===== src/source/uart_settings.svh =====
// UART echo sizing: serial bit period in clocks and FIFO depth
`ifndef UART_SETTINGS_SVH
`define UART_SETTINGS_SVH

// Clocks per serial bit, the simulation speed-up divider
`define UART_CLKS_PER_BIT 8

// FIFO depth is 2**UART_FIFO_DEPTH_LOG2 received words
`define UART_FIFO_DEPTH_LOG2 3

`endif

===== src/source/uart_pkg.sv =====
// UART echo shared types: FSM state encodings and the received word
package uart_pkg;

  // Receiver FSM
  typedef enum logic [1:0] {
    RX_IDLE,
    RX_START,
    RX_DATA,
    RX_STOP
  } rx_state_e;

  // Transmitter FSM
  typedef enum logic [1:0] {
    TX_IDLE,
    TX_START,
    TX_DATA,
    TX_STOP
  } tx_state_e;

  // One deserialized frame as it travels through the FIFO
  typedef struct packed {
    logic [7:0] data;
    // Stop bit was sampled low
    logic       frame_err;
  } rx_word_t;

endpackage


===== src/source/uart_echo_top.sv =====
// UART echo path: receiver into word FIFO into transmitter
module uart_echo_top (
  input  logic clk,
  input  logic i_rst,
  input  logic i_rx,
  output logic o_tx,
  output logic o_drop
);

  // Receiver to FIFO
  uart_pkg::rx_word_t rx_word;
  logic               rx_valid;

  // FIFO to transmitter
  uart_pkg::rx_word_t head;
  logic               empty;
  logic               pop;

  // ==========================================================================
  // Datapath
  // ==========================================================================
  uart_rx rx0 (
    .clk     (clk),
    .i_rst   (i_rst),
    .i_rx    (i_rx),
    .o_word  (rx_word),
    .o_valid (rx_valid)
  );

  byte_fifo fifo0 (
    .clk     (clk),
    .i_rst   (i_rst),
    .i_wr    (rx_valid),
    .i_word  (rx_word),
    .i_pop   (pop),
    .o_head  (head),
    .o_empty (empty)
  );

  // Bad frames are discarded here, never echoed
  uart_tx tx0 (
    .clk     (clk),
    .i_rst   (i_rst),
    .i_head  (head),
    .i_empty (empty),
    .o_pop   (pop),
    .o_tx    (o_tx),
    .o_drop  (o_drop)
  );

endmodule


===== src/source/uart_tx.sv =====
// UART 8N1 transmitter: pops received words, drops bad ones, sends good ones
`include "uart_settings.svh"

module uart_tx (
  input  logic                clk,
  input  logic                i_rst,
  input  uart_pkg::rx_word_t  i_head,
  input  logic                i_empty,
  output logic                o_pop,
  output logic                o_tx,
  output logic                o_drop
);

  localparam int CNT_W = $clog2(`UART_CLKS_PER_BIT + 1);

  uart_pkg::tx_state_e state;
  logic [CNT_W-1:0]    cnt;
  logic [2:0]          bit_idx;
  logic [7:0]          shift;
  logic                tx_q;
  logic                drop_q;
  logic                bit_done;
  logic                ready;

  assign bit_done = (cnt == CNT_W'(`UART_CLKS_PER_BIT - 1));

  // Idle, or the last clock of a stop bit, can take the next word
  assign ready  = (state == uart_pkg::TX_IDLE) ||
                  ((state == uart_pkg::TX_STOP) && bit_done);
  // Hold off one clock after a drop so the drop pulse stays single
  assign o_pop  = ready && !i_empty && !drop_q;
  assign o_tx   = tx_q;
  assign o_drop = drop_q;

  // ==========================================================================
  // Frame FSM
  // ==========================================================================
  always_ff @(posedge clk) begin
    if (i_rst) begin
      state   <= uart_pkg::TX_IDLE;
      cnt     <= '0;
      bit_idx <= '0;
      tx_q    <= 1'b1;
      drop_q  <= 1'b0;
    end else begin
      drop_q <= 1'b0;
      cnt    <= bit_done ? '0 : cnt + 1'b1;
      case (state)
        uart_pkg::TX_IDLE: begin
          cnt  <= '0;
          tx_q <= 1'b1;
        end
        uart_pkg::TX_START: begin
          if (bit_done) begin
            state   <= uart_pkg::TX_DATA;
            bit_idx <= '0;
            tx_q    <= shift[0];
          end
        end
        uart_pkg::TX_DATA: begin
          if (bit_done) begin
            bit_idx <= bit_idx + 1'b1;
            if (bit_idx == 3'd7) begin
              state <= uart_pkg::TX_STOP;
              tx_q  <= 1'b1;
            end else begin
              tx_q <= shift[0];
            end
          end
        end
        default: begin
          if (bit_done) begin
            state <= uart_pkg::TX_IDLE;
          end
        end
      endcase
      // Taking a word overrides the idle return above
      if (o_pop) begin
        if (i_head.frame_err) begin
          drop_q <= 1'b1;
        end else begin
          state <= uart_pkg::TX_START;
          cnt   <= '0;
          tx_q  <= 1'b0;
        end
      end
    end
  end

  // Data shifts out LSB first
  always_ff @(posedge clk) begin
    if (o_pop && !i_head.frame_err) begin
      shift <= i_head.data;
    end else if (bit_done && ((state == uart_pkg::TX_START) ||
                              (state == uart_pkg::TX_DATA))) begin
      shift <= {1'b0, shift[7:1]};
    end
  end

endmodule


===== src/source/byte_fifo.sv =====
// Received-word FIFO, first word falls through to the head output
`include "uart_settings.svh"

module byte_fifo (
  input  logic                clk,
  input  logic                i_rst,
  input  logic                i_wr,
  input  uart_pkg::rx_word_t  i_word,
  input  logic                i_pop,
  output uart_pkg::rx_word_t  o_head,
  output logic                o_empty
);

  localparam int AW    = `UART_FIFO_DEPTH_LOG2;
  localparam int DEPTH = 1 << AW;

  uart_pkg::rx_word_t mem [DEPTH];

  // Pointers carry one wrap bit above the index
  logic [AW:0] wr_ptr;
  logic [AW:0] rd_ptr;
  logic [AW:0] used;
  logic        full;

  assign used    = wr_ptr - rd_ptr;
  assign full    = used[AW];
  assign o_empty = (used == '0);
  assign o_head  = mem[rd_ptr[AW-1:0]];

  // ==========================================================================
  // Pointer update
  // ==========================================================================
  always_ff @(posedge clk) begin
    if (i_rst) begin
      wr_ptr <= '0;
      rd_ptr <= '0;
    end else begin
      // Write into a full FIFO is dropped
      if (i_wr && !full) begin
        wr_ptr <= wr_ptr + 1'b1;
      end
      if (i_pop && !o_empty) begin
        rd_ptr <= rd_ptr + 1'b1;
      end
    end
  end

  // Storage
  always_ff @(posedge clk) begin
    if (i_wr && !full) begin
      mem[wr_ptr[AW-1:0]] <= i_word;
    end
  end

endmodule


===== src/source/uart_rx.sv =====
// UART 8N1 receiver: samples i_rx at mid-bit and emits one word per frame
`include "uart_settings.svh"

module uart_rx (
  input  logic                clk,
  input  logic                i_rst,
  input  logic                i_rx,
  output uart_pkg::rx_word_t  o_word,
  output logic                o_valid
);

  localparam int CNT_W = $clog2(`UART_CLKS_PER_BIT + 1);

  uart_pkg::rx_state_e state;
  logic [CNT_W-1:0]    cnt;
  logic [2:0]          bit_idx;
  logic [7:0]          shift;
  logic                rx_meta;
  logic                rx_s;
  logic                rx_prev;
  logic                half_done;
  logic                bit_done;
  logic                stop_sample;

  assign half_done   = (cnt == CNT_W'(`UART_CLKS_PER_BIT / 2 - 1));
  assign bit_done    = (cnt == CNT_W'(`UART_CLKS_PER_BIT - 1));
  assign stop_sample = (state == uart_pkg::RX_STOP) && bit_done;

  // ==========================================================================
  // Input synchronizer and edge history
  // ==========================================================================
  always_ff @(posedge clk) begin
    if (i_rst) begin
      rx_meta <= 1'b1;
      rx_s    <= 1'b1;
      rx_prev <= 1'b1;
    end else begin
      rx_meta <= i_rx;
      rx_s    <= rx_meta;
      rx_prev <= rx_s;
    end
  end

  // ==========================================================================
  // Frame FSM
  // ==========================================================================
  always_ff @(posedge clk) begin
    if (i_rst) begin
      state   <= uart_pkg::RX_IDLE;
      cnt     <= '0;
      bit_idx <= '0;
      o_valid <= 1'b0;
    end else begin
      o_valid <= stop_sample;
      cnt     <= cnt + 1'b1;
      case (state)
        uart_pkg::RX_IDLE: begin
          cnt <= '0;
          // Falling edge marks a possible start bit
          if (rx_prev && !rx_s) begin
            state <= uart_pkg::RX_START;
          end
        end
        uart_pkg::RX_START: begin
          if (half_done) begin
            cnt     <= '0;
            bit_idx <= '0;
            // Glitch shorter than half a bit goes back to idle
            state   <= rx_s ? uart_pkg::RX_IDLE : uart_pkg::RX_DATA;
          end
        end
        uart_pkg::RX_DATA: begin
          if (bit_done) begin
            cnt     <= '0;
            bit_idx <= bit_idx + 1'b1;
            if (bit_idx == 3'd7) begin
              state <= uart_pkg::RX_STOP;
            end
          end
        end
        default: begin
          if (bit_done) begin
            state <= uart_pkg::RX_IDLE;
          end
        end
      endcase
    end
  end

  // Data bits arrive LSB first
  always_ff @(posedge clk) begin
    if ((state == uart_pkg::RX_DATA) && bit_done) begin
      shift <= {rx_s, shift[7:1]};
    end
    if (stop_sample) begin
      o_word.data      <= shift;
      o_word.frame_err <= ~rx_s;
    end
  end

endmodule


===== config.mk =====
export PLATFORM = sky130hd
export DESIGN_NAME = uart_echo_top
export DESIGN_NICKNAME = d
export VERILOG_FILES = /design/src/source/uart_pkg.sv /design/src/source/uart_echo_top.sv /design/src/source/uart_tx.sv /design/src/source/byte_fifo.sv /design/src/source/uart_rx.sv
export VERILOG_INCLUDE_DIRS = /design/src /design/src/source
export SDC_FILE = /design/constraint.sdc
export NUM_CORES = 1
export LEC_CHECK = 0
export BUFFER_PORTS_ARGS = -buffer_cell sky130_fd_sc_hd__buf_4
export CAP_MARGIN = 10
export CORE_UTILIZATION = 45
export CTS_BUF_LIST = sky130_fd_sc_hd__clkbuf_4
export DETAILED_ROUTE_END_ITERATION = 12
export GPL_TIMING_DRIVEN = 1
export RECOVER_POWER = 50
export REMOVE_ABC_BUFFERS = 1
export SLEW_MARGIN = 5
export SYNTH_ARGS = -nofsm -noshare
export SYNTH_HDL_FRONTEND = slang
export SYNTH_SLANG_ARGS = --single-unit

===== constraint.sdc =====
create_clock -name clk -period 4.2 [get_ports clk]
set_input_delay 0 -clock clk [delete_from_list [all_inputs] [get_ports clk]]
set_output_delay 0 -clock clk [all_outputs]
set_load 0.02 [all_outputs]

==> results <==
- The run finished with clean final reports.
- The worst path arrival time is 2.99 ns.
- The die covers 0.0125 mm^2.
- Of all nets on the critical path, the largest fanout is 13.
- The minimum clock period after layout is 2.75 ns.
- Clock-pin slew was measured on the worst setup and hold paths at 0.12 ns.
- The antenna diode instance count is 0.
- The detailed router finished its first iteration with 152 violations.
- The cell total after placement is 497.
- The number of hold buffers added after CTS was 3.
- 5 I/O pins were placed.
- The transition time at the pin with the least slew margin is 1.19 ns.
- Cells with a size suffix above 1 make up 21.3% of the layout.
- Before antenna repair, the detailed router went through 4 iterations.
- The total number of yosys warnings is 0.
- The wire length per cell after detailed routing is 16.8 um.
- The number of H-tree levels is 4.
- The clock passes through at most 2 buffers.
- Setup violations remaining at the end of the flow were counted as 0.
- The tightest slew margin relative to the limit is 20.8%.
- The worst ir drop on vdd is 0.277 mV.
- During placement, the flow inserted port buffers numbering 4.
- The total overflow left after global routing is 0.
- The net count reported at finish is 400.
- The total count of hold-check failures in the final report is 0.
- The path type of the worst min-delay path is reg2reg.
- The number of distinct library cell variants in the gate-level netlist after synthesis is 46.
- Registers take 0.00361 mm^2.
- The initialized floorplan defines 39 standard-cell rows.
- The overall routed net length is 8950 um.
- The buffer count from post-CTS setup fixing is 0.
- The total count of max-transition violations in the final report was 0.
- The final route contains 2832 vias.
- The pin count of the biggest net entering global routing is 26.
- In this run the cell area measured after placement is 0.00565 mm^2.
- The count of placed standard cells in the final layout, fillers left out is 532.
- The count of antenna-violating nets left after detailed routing is 0.
- The category of the worst setup path capture point is a flop.
- The finished cells cover 0.00601 mm^2.
- STA classifies the critical path startpoint as a flop.
- From left edge to right edge, the die measures 112 um.
- The power density relative to cell area is 526 mW/mm^2.
- The area of the mapped netlist is 0.00541 mm^2.
- The core box area is 0.0116 mm^2.
- The max-capacitance violation count is 0.
- The library cell used most frequently in the layout, excluding fill and tap cells, is edfxtp_1.
- The area of the multi-input gates is 0.00171 mm^2.
- Across the routed clock network, the largest skew measured is 0.0127 ns.
- Synthesis produced 352 cells.
- From bottom edge to top edge, the die measures 112 um.
- Hold timing on the final database bottoms out at a slack of 0.420 ns.
- After synthesis the netlist holds a flip-flop and latch count of 132.
- Summed over all nets, the half-perimeter wirelength after detailed placement is 5830 um.
- Cells fill 51.9% of the core in the end.
- The number of gates resized after CTS is 0.
- The CTS tree is yes.
- The standby leakage power is 2.07 nW.
- At the end of routability-driven placement, the weighted congestion stood at 0.769.
- Clock tree synthesis selected as its root buffer the cell clkbuf_4.
- The critical path in this run is classified as reg2reg.
- Counting the fill cells in the layout gives 937.
- Leaving out fill and tap cells, the most frequent cells in the layout are 97 x edfxtp_1, 35 x dfxtp_1, 28 x nor2_1.
- Counting the buffers created by CTS gives 17.
- From synthesis to final layout, the design area changed by 11.0%.
- STA puts the critical path data required time at 4.44 ns.
- Setup repair after global routing left no endpoint under its margin.
- Sequential elements use 66.8% of the synthesized area.
- The clock network latency to the later pin of the worst-skew pair is 0.51 ns.
- Clock tree synthesis found a total of 132 sinks.
- The detailed-route DRC error count is 0.
- The number of global-route vias before repair is 2868.
- The summed negative setup slack over all endpoints is 0 ns.
- Timing would allow up to 364 MHz.
- The global-route total usage across every layer is 16.2%.
- The global-route wire length before repair is 14900 um.
- The worst path uses 65.4% of the clock period.
- The post-synthesis average cell area is 15.4 um^2.
- After detailed routing, the number of vias per cell comes to 5.32.
- The number of antenna violations at the first check in global routing is 0.
- Once the floorplan was initialized, standard cells occupied 46.8% of the core.
synth_stat cells, drive strengths merged:
cell type	n	share of area, %
nor3b	2	0.28
a22oi	1	0.14
nor4b	3	0.60
and3b	2	0.32
dfxtp	35	13
or2	3	0.35
xor2	4	0.65
nand4b	2	0.32
nor2b	1	0.12
a2111oi	1	0.16
nand2b	2	0.23
o21ai	12	1.1
inv	15	1.0
a21oi	21	1.9
nand3b	2	0.28
mux4	18	7.5
and3	3	0.44
mux2i	4	0.74
nor2	29	2.2
nor3	9	0.83
o41ai	1	0.51
edfxtp	97	54
mux2	15	3.4
or3b	1	0.16
nor4	2	0.23
or3	4	0.46
o21a	1	0.14
nand2	11	0.76
and2	2	0.23
a21o	1	0.14
o31a	1	0.16
nand3	4	0.37
ha	21	4.9
xnor2	4	0.65
clkbuf	6	0.42
buf	4	0.49
o31ai	1	0.14
a211oi	1	0.14
o211ai	2	0.28
nand4	4	0.46
power breakdown:
group | internal [W] | switching (W) | leakage [nW] | total, W
clock | 0.000526 | 0.000457 | 0.169 | 0.000983
combinational | 0.000314 | 0.000276 | 0.740 | 0.000590
sequential | 0.00149 | 0.0000970 | 1.16 | 0.00159
worst max-delay path, cell delays in order, from the launching register on:
cell and delay [ns]:
dfxtp_1 0.52, ha_1 0.34, a21oi_1 0.27, a21oi_1 0.16, o41ai_4 0.68, nor2_4 0.19
a21o_1 0.31
worst paths after layout:
| check | cells after the start | endpoint | slack [ns] | from |
|---|---|---|---|---|
| max | 6 | tx0.shift[5] | 1.45 | fifo0.wr_ptr[2] |
| min | 1 | rx0.rx_s | 0.42 | rx0.rx_meta |
| max reg2reg | 6 | tx0.shift[5] | 1.45 | fifo0.wr_ptr[2] |
| min reg2reg | 1 | rx0.rx_s | 0.42 | rx0.rx_meta |
final cells by class:
| type | count | area share [%] |
|---|---|---|
| multi-input cells | 195 | 28.5 |
| inverters | 15 | 0.938 |
| flip-flops and latches | 132 | 60.2 |
| repair buffers | 15 | 1.81 |
| clock buffers | 17 | 2.12 |
| clock inverters | 15 | 3.52 |
| well taps | 143 | 2.98 |
routing by layer:
layer	up-vias	share of wire, %	global-route usage (%)
li1	1389	-	-
met1	1397	47	20.1
met2	37	48	26.4
met3	9	3.0	5.77
met4	0	1.2	5.41
met5	-	0	0
logic make-up after synthesis:
logic type                 Yosys count  share of synthesized area (%)
muxes                               37                           11.6
buffers and inverters               25                           1.94
DFF                                132                           66.8
adders and majority gates           21                           4.86
and+or+nand+nor                     86                           8.60
AOI/OAI and AO/OA                   43                           4.86
xor gates and xnor gates             8                           1.30
per-stage QoR:
step | power [W] | worst slack [ns]
after floorplan | 0.00208 | 1.40
after global placement | 0.00221 | 1.52
after detailed placement | 0.00222 | 1.48
after CTS | 0.00320 | 1.43
after global routing | 0.00332 | 1.23
final | 0.00316 | 1.45
state kept, by name (all words and copies together) (netlist names), named ones only:
register and cells:
fifo0.mem 72, rx0.o_word 9, rx0.shift 8, tx0.shift 8, fifo0.rd_ptr 4, fifo0.wr_ptr 4, rx0.cnt 4, tx0.cnt 4
rx0.bit_idx 3, tx0.bit_idx 3, rx0.state 2, tx0.state 2, rx0.o_valid 1, rx0.rx_meta 1, rx0.rx_prev 1, rx0.rx_s 1
tx0.o_drop 1, tx0.o_tx 1
No activity file was read; power rests on OpenSTA's default activity.
